--- src/rtl/dbg_params.svh ---
// Widths and field positions of the debug module data register
// CRC-32 polynomial and start value
`ifndef DBG_PARAMS_SVH
`define DBG_PARAMS_SVH

//////////////////////////////////////////////////////////////////////
// Widths
//////////////////////////////////////////////////////////////////////
`define DBG_DR_W      53   // TAP data register
`define DBG_ADDR_W    32
`define DBG_DATA_W    32   // Bus data, also CRC width
`define DBG_CNT_W     16   // Word count of one burst
`define DBG_BITCNT_W  6    // Counts up to 32 CRC bits

// Reflected CRC-32, shifted LSB first
`define DBG_CRC_POLY  32'hEDB88320
`define DBG_CRC_INIT  32'hFFFFFFFF

//////////////////////////////////////////////////////////////////////
// Field positions in the data register
//////////////////////////////////////////////////////////////////////
`define DBG_CMD_BIT   52   // 1 selects a top level command
`define DBG_OP_LSB    48   // 4-bit opcode
`define DBG_ADDR_LSB  16   // Start address, count sits below it
`define DBG_WIN_LSB   21   // 32-bit CRC window after shift

`endif

--- src/rtl/dbg_bus_pkg.sv ---
// System bus request and response
`include "dbg_params.svh"

package dbg_bus_pkg;

  typedef struct packed {
    logic                   strobe;      // One cycle per access
    logic                   we;
    logic [2:0]             size_bytes;
    logic [`DBG_ADDR_W-1:0] addr;
    logic [`DBG_DATA_W-1:0] wdata;       // Narrow words in the top bits
  } dbg_bus_req_t;

  typedef struct packed {
    logic                   ack;
    logic [`DBG_DATA_W-1:0] rdata;       // Right-aligned
  } dbg_bus_rsp_t;

endpackage

--- src/rtl/dbg_cmd_pkg.sv ---
// Burst opcode encoding
// Decoded command and FSM control strobes
`include "dbg_params.svh"

package dbg_cmd_pkg;

  typedef enum logic [3:0] {
    BWRITE8  = 4'h1,
    BWRITE16 = 4'h2,
    BWRITE32 = 4'h3,
    BREAD8   = 4'h5,   // Bit 2 marks a read
    BREAD16  = 4'h6,
    BREAD32  = 4'h7
  } dbg_op_e;

  typedef struct packed {
    logic                     rd;
    logic [2:0]               size_bytes;  // 1, 2 or 4
    logic [`DBG_BITCNT_W-1:0] last_bit;    // Word bits minus one
    logic [`DBG_ADDR_W-1:0]   addr;        // Next bus address
  } dbg_cmd_t;

  typedef struct packed {
    logic       cmd_ld;      // Latch opcode, address and count
    logic       addr_inc;
    logic       cnt_dec;
    logic       out_ld;      // Parallel load of read data
    logic       out_shift;
    logic       crc_clr;
    logic       crc_en;
    logic       crc_in_tdi;  // 1 = write data, 0 = read data
    logic       crc_shift;
    logic [1:0] tdo_sel;     // 0 ready, 1 data, 2 match, 3 CRC
  } dbg_ctrl_t;

endpackage

--- src/rtl/dbg_burst_fsm.sv ---
// Burst control FSM, high-speed flow only
// Bit counter, bus ready flag and read data holding register
`timescale 1ns/1ps
`include "dbg_params.svh"

module dbg_burst_fsm
  import dbg_cmd_pkg::*;
  import dbg_bus_pkg::*;
(
  input  logic                   tck_i,
  input  logic                   rst_i,
  input  logic                   capture_dr_i,
  input  logic                   shift_dr_i,
  input  logic                   update_dr_i,
  input  logic                   module_select_i,
  input  logic                   tdi_i,
  input  logic [`DBG_DR_W-1:0]   data_register_i,
  input  logic                   burst_cmd_i,
  input  dbg_cmd_t               cmd_i,
  input  logic                   cnt_zero_i,
  input  logic                   cnt_last_i,
  input  dbg_bus_rsp_t           bus_rsp_i,
  output dbg_ctrl_t              ctrl_o,
  output dbg_bus_req_t           bus_req_o,
  output logic [`DBG_DATA_W-1:0] rdata_o,
  output logic                   ready_o,
  output logic                   top_inhibit_o
);

  localparam logic [`DBG_BITCNT_W-1:0] CRC_BITS = `DBG_DATA_W;

  typedef enum logic [3:0] {
    S_IDLE, S_RBEGIN, S_RREADY, S_RSTATUS, S_RBURST, S_RCRC,
    S_WREADY, S_WWAIT, S_WBURST, S_WCRC, S_WMATCH
  } state_e;

  state_e                   state_q, state_d;
  logic [`DBG_BITCNT_W-1:0] bit_cnt_q;
  logic                     bit_clr, bit_inc;
  logic                     ready_q;            // No bus access in flight
  logic [`DBG_DATA_W-1:0]   rdata_q;
  logic                     strobe;
  logic                     word_end;

  assign word_end = (bit_cnt_q == cmd_i.last_bit);  // Last bit of word on this edge

  //////////////////////////////////////////////////////////////////////
  // Next state and control strobes
  //////////////////////////////////////////////////////////////////////
  always_comb begin
    state_d        = state_q;
    ctrl_o         = '0;
    ctrl_o.tdo_sel = 2'd1;
    strobe         = 1'b0;
    bit_clr        = 1'b0;
    bit_inc        = 1'b0;
    top_inhibit_o  = 1'b0;
    case (state_q)
      S_IDLE: begin
        if (update_dr_i && burst_cmd_i) begin
          ctrl_o.cmd_ld  = 1'b1;
          ctrl_o.crc_clr = 1'b1;
          bit_clr        = 1'b1;
          state_d        = data_register_i[`DBG_OP_LSB+2] ? S_RBEGIN : S_WREADY;
        end
      end
      S_RBEGIN: begin
        if (cnt_zero_i) begin
          state_d = S_IDLE;              // Empty burst
        end else begin
          strobe          = 1'b1;        // First read ahead of the debugger
          ctrl_o.addr_inc = 1'b1;
          state_d         = S_RREADY;
        end
      end
      S_RREADY: begin
        if (module_select_i && capture_dr_i) begin
          state_d = S_RSTATUS;
        end
      end
      S_RSTATUS: begin
        top_inhibit_o  = 1'b1;
        ctrl_o.tdo_sel = 2'd0;           // Status bit stays 0 until data arrives
        if (update_dr_i) begin
          state_d = S_IDLE;
        end else if (shift_dr_i && ready_q) begin
          ctrl_o.out_ld  = 1'b1;
          ctrl_o.cnt_dec = 1'b1;
          bit_clr        = 1'b1;
          if (!cnt_last_i) begin
            strobe          = 1'b1;
            ctrl_o.addr_inc = 1'b1;
          end
          state_d = S_RBURST;
        end
      end
      S_RBURST: begin
        top_inhibit_o = 1'b1;
        if (update_dr_i) begin
          state_d = S_IDLE;
        end else if (shift_dr_i) begin
          ctrl_o.out_shift = 1'b1;
          ctrl_o.crc_en    = 1'b1;       // CRC over outgoing LSB
          bit_inc          = 1'b1;
          if (word_end && cnt_zero_i) begin
            state_d = S_RCRC;
          end else if (word_end) begin
            ctrl_o.out_ld  = 1'b1;       // Next word is already held
            ctrl_o.cnt_dec = 1'b1;
            bit_clr        = 1'b1;
            if (!cnt_last_i) begin
              strobe          = 1'b1;
              ctrl_o.addr_inc = 1'b1;
            end
          end
        end
      end
      S_RCRC: begin
        top_inhibit_o  = 1'b1;
        ctrl_o.tdo_sel = 2'd3;
        if (update_dr_i) begin
          state_d = S_IDLE;              // Also the recovery state
        end else if (shift_dr_i) begin
          ctrl_o.crc_shift = 1'b1;
        end
      end
      S_WREADY: begin
        if (cnt_zero_i) begin
          state_d = S_IDLE;
        end else if (module_select_i && capture_dr_i) begin
          state_d = S_WWAIT;
        end
      end
      S_WWAIT: begin
        top_inhibit_o = 1'b1;
        if (update_dr_i) begin
          state_d = S_IDLE;
        end else if (module_select_i && shift_dr_i && data_register_i[`DBG_CMD_BIT]) begin
          // Start bit is in, tdi already holds data bit 0
          ctrl_o.crc_en     = 1'b1;
          ctrl_o.crc_in_tdi = 1'b1;
          bit_inc           = 1'b1;
          state_d           = S_WBURST;
        end
      end
      S_WBURST: begin
        top_inhibit_o = 1'b1;
        if (update_dr_i) begin
          state_d = S_IDLE;
        end else if (shift_dr_i) begin
          ctrl_o.crc_en     = 1'b1;
          ctrl_o.crc_in_tdi = 1'b1;
          bit_inc           = 1'b1;
          if (word_end) begin
            strobe          = 1'b1;      // Whole word sits in the window
            ctrl_o.addr_inc = 1'b1;
            ctrl_o.cnt_dec  = 1'b1;
            bit_clr         = 1'b1;
            if (cnt_last_i) begin
              state_d = S_WCRC;
            end
          end
        end
      end
      S_WCRC: begin
        top_inhibit_o = 1'b1;
        if (update_dr_i) begin
          state_d = S_IDLE;
        end else if (bit_cnt_q == CRC_BITS) begin
          ctrl_o.tdo_sel = 2'd2;         // Match bit goes out now
          state_d        = S_WMATCH;
        end else if (shift_dr_i) begin
          bit_inc = 1'b1;
        end
      end
      S_WMATCH: begin
        top_inhibit_o  = 1'b1;
        ctrl_o.tdo_sel = 2'd2;
        if (update_dr_i) begin
          state_d = S_IDLE;
        end
      end
      default: state_d = S_IDLE;
    endcase
  end

  //////////////////////////////////////////////////////////////////////
  // Registers
  //////////////////////////////////////////////////////////////////////
  always_ff @(posedge tck_i or posedge rst_i) begin
    if (rst_i) begin
      state_q   <= S_IDLE;
      bit_cnt_q <= '0;
      ready_q   <= 1'b1;
    end else begin
      state_q <= state_d;
      if (bit_clr) begin
        bit_cnt_q <= '0;
      end else if (bit_inc) begin
        bit_cnt_q <= bit_cnt_q + 1'b1;
      end
      if (strobe) begin
        ready_q <= 1'b0;
      end else if (bus_rsp_i.ack) begin
        ready_q <= 1'b1;
      end
    end
  end

  always_ff @(posedge tck_i) begin
    if (bus_rsp_i.ack) begin
      rdata_q <= bus_rsp_i.rdata;  // Held until the output load
    end
  end

  assign rdata_o = rdata_q;
  assign ready_o = ready_q;

  always_comb begin
    bus_req_o.strobe     = strobe;
    bus_req_o.we         = !cmd_i.rd;
    bus_req_o.size_bytes = cmd_i.size_bytes;
    bus_req_o.addr       = cmd_i.addr;
    bus_req_o.wdata      = {tdi_i, data_register_i[`DBG_DR_W-1 -: `DBG_DATA_W-1]};
  end

  // Reads run a word ahead, the bus must answer within one word time
  a_strobe_ready: assert property (@(posedge tck_i) disable iff (rst_i)
    bus_req_o.strobe |-> ready_q);

  // Update in any data phase returns to idle
  a_inhibit_idle: assert property (@(posedge tck_i) disable iff (rst_i)
    (top_inhibit_o && update_dr_i) |=> !top_inhibit_o);

endmodule

--- src/rtl/dbg_bus_module.sv ---
// JTAG burst debug module, top level
// Decode, burst FSM, CRC and result stages
`timescale 1ns/1ps
`include "dbg_params.svh"

module dbg_bus_module
  import dbg_cmd_pkg::*;
  import dbg_bus_pkg::*;
(
  input  logic                 tck_i,
  input  logic                 rst_i,
  input  logic                 capture_dr_i,
  input  logic                 shift_dr_i,
  input  logic                 update_dr_i,
  input  logic                 module_select_i,
  input  logic                 tdi_i,
  input  logic [`DBG_DR_W-1:0] data_register_i,
  output logic                 module_tdo_o,
  output logic                 top_inhibit_o,
  output dbg_bus_req_t         bus_req_o,
  input  dbg_bus_rsp_t         bus_rsp_i
);

  dbg_ctrl_t              ctrl;
  dbg_cmd_t               cmd;
  logic                   burst_cmd, cnt_zero, cnt_last;
  logic [`DBG_DATA_W-1:0] rdata;
  logic                   ready, out_lsb, crc_bit, crc_match;

  dbg_cmd_decode u_decode (
    .tck_i, .rst_i, .data_register_i, .module_select_i,
    .ctrl_i(ctrl), .burst_cmd_o(burst_cmd), .cmd_o(cmd),
    .cnt_zero_o(cnt_zero), .cnt_last_o(cnt_last)
  );

  dbg_burst_fsm u_fsm (
    .tck_i, .rst_i, .capture_dr_i, .shift_dr_i, .update_dr_i, .module_select_i,
    .tdi_i, .data_register_i, .burst_cmd_i(burst_cmd), .cmd_i(cmd),
    .cnt_zero_i(cnt_zero), .cnt_last_i(cnt_last), .bus_rsp_i,
    .ctrl_o(ctrl), .bus_req_o, .rdata_o(rdata), .ready_o(ready), .top_inhibit_o
  );

  dbg_crc32 u_crc (
    .tck_i, .rst_i, .tdi_i, .out_lsb_i(out_lsb), .data_register_i,
    .ctrl_i(ctrl), .crc_bit_o(crc_bit), .crc_match_o(crc_match)
  );

  dbg_result_shift u_result (
    .tck_i, .rst_i, .ctrl_i(ctrl), .rdata_i(rdata), .ready_i(ready),
    .crc_bit_i(crc_bit), .crc_match_i(crc_match),
    .out_lsb_o(out_lsb), .module_tdo_o
  );

endmodule

--- src/rtl/dbg_cmd_decode.sv ---
// Burst command decode
// Opcode, address counter and word counter
`timescale 1ns/1ps
`include "dbg_params.svh"

module dbg_cmd_decode
  import dbg_cmd_pkg::*;
(
  input  logic                 tck_i,
  input  logic                 rst_i,
  input  logic [`DBG_DR_W-1:0] data_register_i,
  input  logic                 module_select_i,
  input  dbg_ctrl_t            ctrl_i,
  output logic                 burst_cmd_o,
  output dbg_cmd_t             cmd_o,
  output logic                 cnt_zero_o,
  output logic                 cnt_last_o
);

  logic [3:0]             op_in;
  dbg_op_e                op_q;
  logic [`DBG_ADDR_W-1:0] addr_q;
  logic [`DBG_CNT_W-1:0]  cnt_q;

  assign op_in = data_register_i[`DBG_OP_LSB +: 4];

  // Module command with a write or read burst opcode
  assign burst_cmd_o = module_select_i && !data_register_i[`DBG_CMD_BIT] &&
                       !op_in[3] && (op_in[1:0] != 2'b00);

  always_ff @(posedge tck_i or posedge rst_i) begin
    if (rst_i) begin
      op_q   <= BWRITE8;
      addr_q <= '0;
      cnt_q  <= '0;
    end else begin
      if (ctrl_i.cmd_ld) begin
        op_q   <= dbg_op_e'(op_in);
        addr_q <= data_register_i[`DBG_ADDR_LSB +: `DBG_ADDR_W];
        cnt_q  <= data_register_i[`DBG_CNT_W-1:0];
      end else begin
        if (ctrl_i.addr_inc) begin
          addr_q <= addr_q + `DBG_ADDR_W'(cmd_o.size_bytes);  // Step by word size
        end
        if (ctrl_i.cnt_dec) begin
          cnt_q <= cnt_q - 1'b1;
        end
      end
    end
  end

  always_comb begin
    cmd_o.rd   = op_q[2];
    cmd_o.addr = addr_q;
    case (op_q)
      BWRITE8, BREAD8: begin
        cmd_o.size_bytes = 3'd1;
        cmd_o.last_bit   = 6'd7;
      end
      BWRITE16, BREAD16: begin
        cmd_o.size_bytes = 3'd2;
        cmd_o.last_bit   = 6'd15;
      end
      default: begin
        cmd_o.size_bytes = 3'd4;
        cmd_o.last_bit   = 6'd31;
      end
    endcase
  end

  assign cnt_zero_o = (cnt_q == '0);
  assign cnt_last_o = (cnt_q == `DBG_CNT_W'(1));  // Zero after next decrement

  // FSM only loads on a decoded burst opcode
  a_op_legal: assert property (@(posedge tck_i) disable iff (rst_i)
    ctrl_i.cmd_ld |=> op_q inside {BWRITE8, BWRITE16, BWRITE32, BREAD8, BREAD16, BREAD32});

endmodule

--- src/rtl/dbg_crc32.sv ---
// Serial reflected CRC-32
// Doubles as its own output shift register, plus match compare
`timescale 1ns/1ps
`include "dbg_params.svh"

module dbg_crc32
  import dbg_cmd_pkg::*;
(
  input  logic                 tck_i,
  input  logic                 rst_i,
  input  logic                 tdi_i,
  input  logic                 out_lsb_i,
  input  logic [`DBG_DR_W-1:0] data_register_i,
  input  dbg_ctrl_t            ctrl_i,
  output logic                 crc_bit_o,
  output logic                 crc_match_o
);

  logic [`DBG_DATA_W-1:0] crc_q;
  logic                   din;
  logic                   fb;

  assign din = ctrl_i.crc_in_tdi ? tdi_i : out_lsb_i;  // Write or read data
  assign fb  = din ^ crc_q[0];

  always_ff @(posedge tck_i or posedge rst_i) begin
    if (rst_i) begin
      crc_q <= `DBG_CRC_INIT;
    end else if (ctrl_i.crc_clr) begin
      crc_q <= `DBG_CRC_INIT;
    end else if (ctrl_i.crc_en) begin
      crc_q <= {1'b0, crc_q[`DBG_DATA_W-1:1]} ^ (fb ? `DBG_CRC_POLY : '0);
    end else if (ctrl_i.crc_shift) begin
      crc_q <= {1'b0, crc_q[`DBG_DATA_W-1:1]};     // Shift out LSB first
    end
  end

  assign crc_bit_o   = crc_q[0];
  assign crc_match_o = (crc_q == data_register_i[`DBG_WIN_LSB +: `DBG_DATA_W]);

endmodule

--- src/rtl/dbg_result_shift.sv ---
// Read data output shift register
// TDO source select
`timescale 1ns/1ps
`include "dbg_params.svh"

module dbg_result_shift
  import dbg_cmd_pkg::*;
(
  input  logic                   tck_i,
  input  logic                   rst_i,
  input  dbg_ctrl_t              ctrl_i,
  input  logic [`DBG_DATA_W-1:0] rdata_i,
  input  logic                   ready_i,
  input  logic                   crc_bit_i,
  input  logic                   crc_match_i,
  output logic                   out_lsb_o,
  output logic                   module_tdo_o
);

  logic [`DBG_DATA_W-1:0] out_q;

  // Load wins over shift on a word boundary
  always_ff @(posedge tck_i or posedge rst_i) begin
    if (rst_i) begin
      out_q <= '0;
    end else if (ctrl_i.out_ld) begin
      out_q <= rdata_i;
    end else if (ctrl_i.out_shift) begin
      out_q <= {1'b0, out_q[`DBG_DATA_W-1:1]};
    end
  end

  assign out_lsb_o = out_q[0];  // Also feeds the read CRC

  always_comb begin
    case (ctrl_i.tdo_sel)
      2'd0:    module_tdo_o = ready_i;      // Status bit
      2'd1:    module_tdo_o = out_q[0];
      2'd2:    module_tdo_o = crc_match_i;
      default: module_tdo_o = crc_bit_i;
    endcase
  end

endmodule

--- config.mk ---
export PLATFORM = sky130hd
export DESIGN_NAME = dbg_bus_module
export DESIGN_NICKNAME = d
export VERILOG_FILES = /design/src/rtl/dbg_bus_pkg.sv /design/src/rtl/dbg_cmd_pkg.sv /design/src/rtl/dbg_burst_fsm.sv /design/src/rtl/dbg_bus_module.sv /design/src/rtl/dbg_cmd_decode.sv /design/src/rtl/dbg_crc32.sv /design/src/rtl/dbg_result_shift.sv
export VERILOG_INCLUDE_DIRS = /design/src /design/src/rtl
export SDC_FILE = /design/constraint.sdc
export NUM_CORES = 1
export LEC_CHECK = 0
export ABC_AREA = 1
export BUFFER_PORTS_ARGS = -buffer_cell sky130_fd_sc_hd__buf_2
export CORE_MARGIN = 3
export CORE_UTILIZATION = 55
export DETAILED_ROUTE_END_ITERATION = 12
export GPL_TIMING_DRIVEN = 0
export PLACE_DENSITY = 0.77
export SYNTH_ARGS = -nofsm -noshare
export SYNTH_HDL_FRONTEND = slang
export SYNTH_SLANG_ARGS = --single-unit
--- constraint.sdc ---
create_clock -name tck_i -period 4.1 [get_ports tck_i]
set_input_delay 0.205 -clock tck_i [delete_from_list [all_inputs] [get_ports tck_i]]
set_output_delay 0.205 -clock tck_i [all_outputs]
set_load 0.005 [all_outputs]
==> out/qor.yml <==
clock_tree:
  clk_pin_slew_worst_paths_ns: 0.07
  cts_max_level: 4
  clockBufferDepth: 2
  cts_resized: 0
  root_buffer: "clkbuf_16"
  cts_setup_buffers: 0
  cts_tree: "built"
  clock-sinks: 159
  numCtsBuffers: 17
  insertion_delay_ns: 0.44
logic_synthesis:
  ys_warn_count: 0
  synthTopCellsByCount: "443 x nand2_1, 140 x nand3_1, 125 x inv_1"
  synth_cells: 1310
  async_reset_ff_frac: 0.7987
  netlist_area_um2: 9752
  synth_edf_count: 32
  ys_ff_latch: 159
  synth_fp_nets: 1411
  synth_flop_cell: "dfrtp_1"
  ys_top_cells_by_area: "dfrtp_1 24%, nand2_1 17%, edfxtp_1 9.9%"
  ys_seq_area_frac: 0.4288
  synth.most_common_cell: "nand2_1"
  yosysTopAreaCell: "dfrtp_1"
  ys_types: 42
  syn_area_per_cell_um2: 7.444
  yosysTopAreaCellShare: 0.2386
place:
  dp_hpwl_um: 19930
  routabilityCongestion: 0.9575
  io_buffers: 162
  place_ws_ns: 1.217
  dp_cells: 1698
layout:
  num-fill-cells: 1485
  drive_gt1_frac: 0.2307
  final-instance-count-excl-fill: 1764
  fin_nets: 1627
  area_growth_pct: 21.08
  antenna_cells: 0
floorplanning:
  die_h_um: 139.2
  num_io_pins: 164
  start_util: 0.5638
  rows: 48
  die_area_um2: 19360
  fp.coreArea_um2: 17300
  dieWidth_um: 139.2
sta:
  fin_ws_ns: 1.022
  finalCriticalPeriod_ns: 3.078
  period_share: 0.7508
  max-slew-margin-rel: 0.5403
  rsz0062_at_grt: "no"
  finalHoldViolCount: 0
  slew_violations: 0
  finClkSkew_ns: 0.01024
  worst_slew_pin_slew_ns: 0.6896
  finalSetupViolations: 0
  fmax_mhz: 324.9
power:
  leakage_uw: 0.006079
  power_density_nw_per_um2: 541.4
  peakVddDrop_v: 0.0003800
drt:
  drc_errors: 0
  ant_nets: 0
  vias_per_cell: 5.280
  routed_wl_um: 27050
  dr.pass1.iters: 5
  wire_per_inst_um: 15.34
  vias: 9314
  drt_iter0_markers: 663
setup_path:
  cp-start-kind: "register"
  critical_path_required_ns: 3.89
  critPathTopFamily: "simple AND/OR/NAND/NOR gates"
  cpMostUsedCell: "nand2_1"
  critical_path_arrival_ns: 2.87
  critPathKind: "reg -> out"
  cp_max_fo: 9
  slowest_delay_ns: 0.44
  cpMaxStageDelayCell: "a21oi_2"
  path_cells: "inv_1, ha_1, nand2_1, nor2_2, a21oi_1, nand2_1, nand2_4, a21oi_2, nand2_1, buf_4, buf_2"
  endpoint_kind: "primary output"
  path_buf_inv: 3
run:
  maxCapViolCount: 0
global_routing:
  antenna_found_initial: 1
  grt_use_total: 0.2818
  grt_max_degree: 67
  grt_pass1_vias: 8988
  grt_overflow: 0
  grt_pass1_wl_um: 44460
worst_hold_path:
  hp-class: "in -> reg"
run_status:
  status: "complete, no violations"
-- routing by layer --
layer | global-route usage | routed length, um
met1 | 0.3675 | 11450
met2 | 0.4812 | 13240
met3 | 0.05586 | 1806
met4 | 0.07930 | 539
met5 | 0 | 13
-- worst paths after layout --
| check | start | end | depth (start not counted) | slack, ns |
|---|---|---|---|---|
| setup / recovery | u_decode.cnt_q[0] | bus_req_o[68] | 11 | 1.02 |
| hold / removal | data_register_i[14] | u_decode.cnt_q[14] | 3 | 0.008 |
| setup reg to reg | u_decode.op_q[0] | u_decode.addr_q[30] | 18 | 1.09 |
| hold reg to reg | u_fsm.rdata_o[11] | u_result.out_q[11] | 2 | 0.46 |
| max in group asynchronous | rst_i | u_decode.op_q[0] | 4 | 2.93 |
| min in group asynchronous | rst_i | u_result.out_q[15] | 3 | 0.41 |
-- layout by cell type (no fill, tap or decap), drive strengths merged, types with 4 or more instances in the layout --
cell type / count
nand2: 448
buf: 266
nand3: 141
inv: 140
dfrtp: 93
nor2: 92
nand4: 52
o21ai: 42
xor2: 34
dlygate4sd3: 34
dfstp: 34
edfxtp: 32
clkbuf: 31
nor3: 22
a22oi: 18
xnor2: 17
ha: 7
or2: 7
clkinv: 6
a21oi: 5
o31ai: 4
-- cells by family (layout without fill, tap and decap cells) --
kind of cell,after synthesis,in the layout,synth area share
xor+xnor,51,51,0.04580
compound gates,75,75,0.04658
simple gates,767,767,0.3389
fa+ha+maj,8,8,0.01103
flops,159,159,0.4288
buf+inv,249,478,0.1279
mux,1,1,0.001026
-- area by class of cell --
cell class	instances	area (um2)	share of cell area
clock buffer	17	425.4	0.03603
timing repair buffer	197	1179	0.09982
multi-input combinational	902	4323	0.3661
buffer	117	749.5	0.06347
clock inverter	15	165.2	0.01399
sequential	159	4182	0.3541
inverter	132	503.0	0.04260
tap	225	281.5	0.02384
-- registers in the layout, indices dropped and copies added, names as in the netlist --
signal	count
u_decode.addr_q	32
u_fsm.rdata_o	32
u_decode.cnt_q	16
u_decode.op_q	4
u_fsm.state_q	4
u_fsm.bit_cnt_q	6
u_fsm.ready_o	1
u_result.out_q	32
u_crc.crc_q	32
-- worst register-to-register path, delay by kind of cell, from the launching register on --
kind | cells | cell delay, ns
AND/OR/NAND/NOR | 11 | 1.17
flip-flops | 1 | 0.56
buffers and inverters | 4 | 0.44
adder cells (fa/ha/maj) | 2 | 0.56
XOR/XNOR | 1 | 0.17
-- metrics by stage --
stage / instance area [um2] / TNS (ns) / power [uW] / utilization / hold WS [ns]
3_3_place_gp: 10840 / -92.10 / 4695 / 0.6270 / 0.3815
5_1_grt: 11810 / 0 / 6844 / 0.6827 / 0.01511
2_1_floorplan: 9752 / 0 / 4107 / - / 0.3039
4_1_cts: 11810 / 0 / 6385 / 0.6827 / 0.006039
6_report: 11810 / 0 / 6392 / 0.6827 / 0.008268
3_5_place_dp: 10880 / 0 / 4783 / 0.6288 / 0.3441
-- power breakdown --
| part | internal, uW | switching (uW) |
|---|---|---|
| clock network | 817 | 758 |
| registers | 2150 | 388 |
| logic | 943 | 1340 |
| total | 3910 | 2490 |
-- what timing repair did --
| item | in CTS | in global routing |
|---|---|---|
| hold buffers | 34 | 0 |
| endpoints found under the setup margin | 0 | 0 |
| hold endpoints to repair | 78 | 0 |
Note: power is estimated with default switching activity, not from simulation.
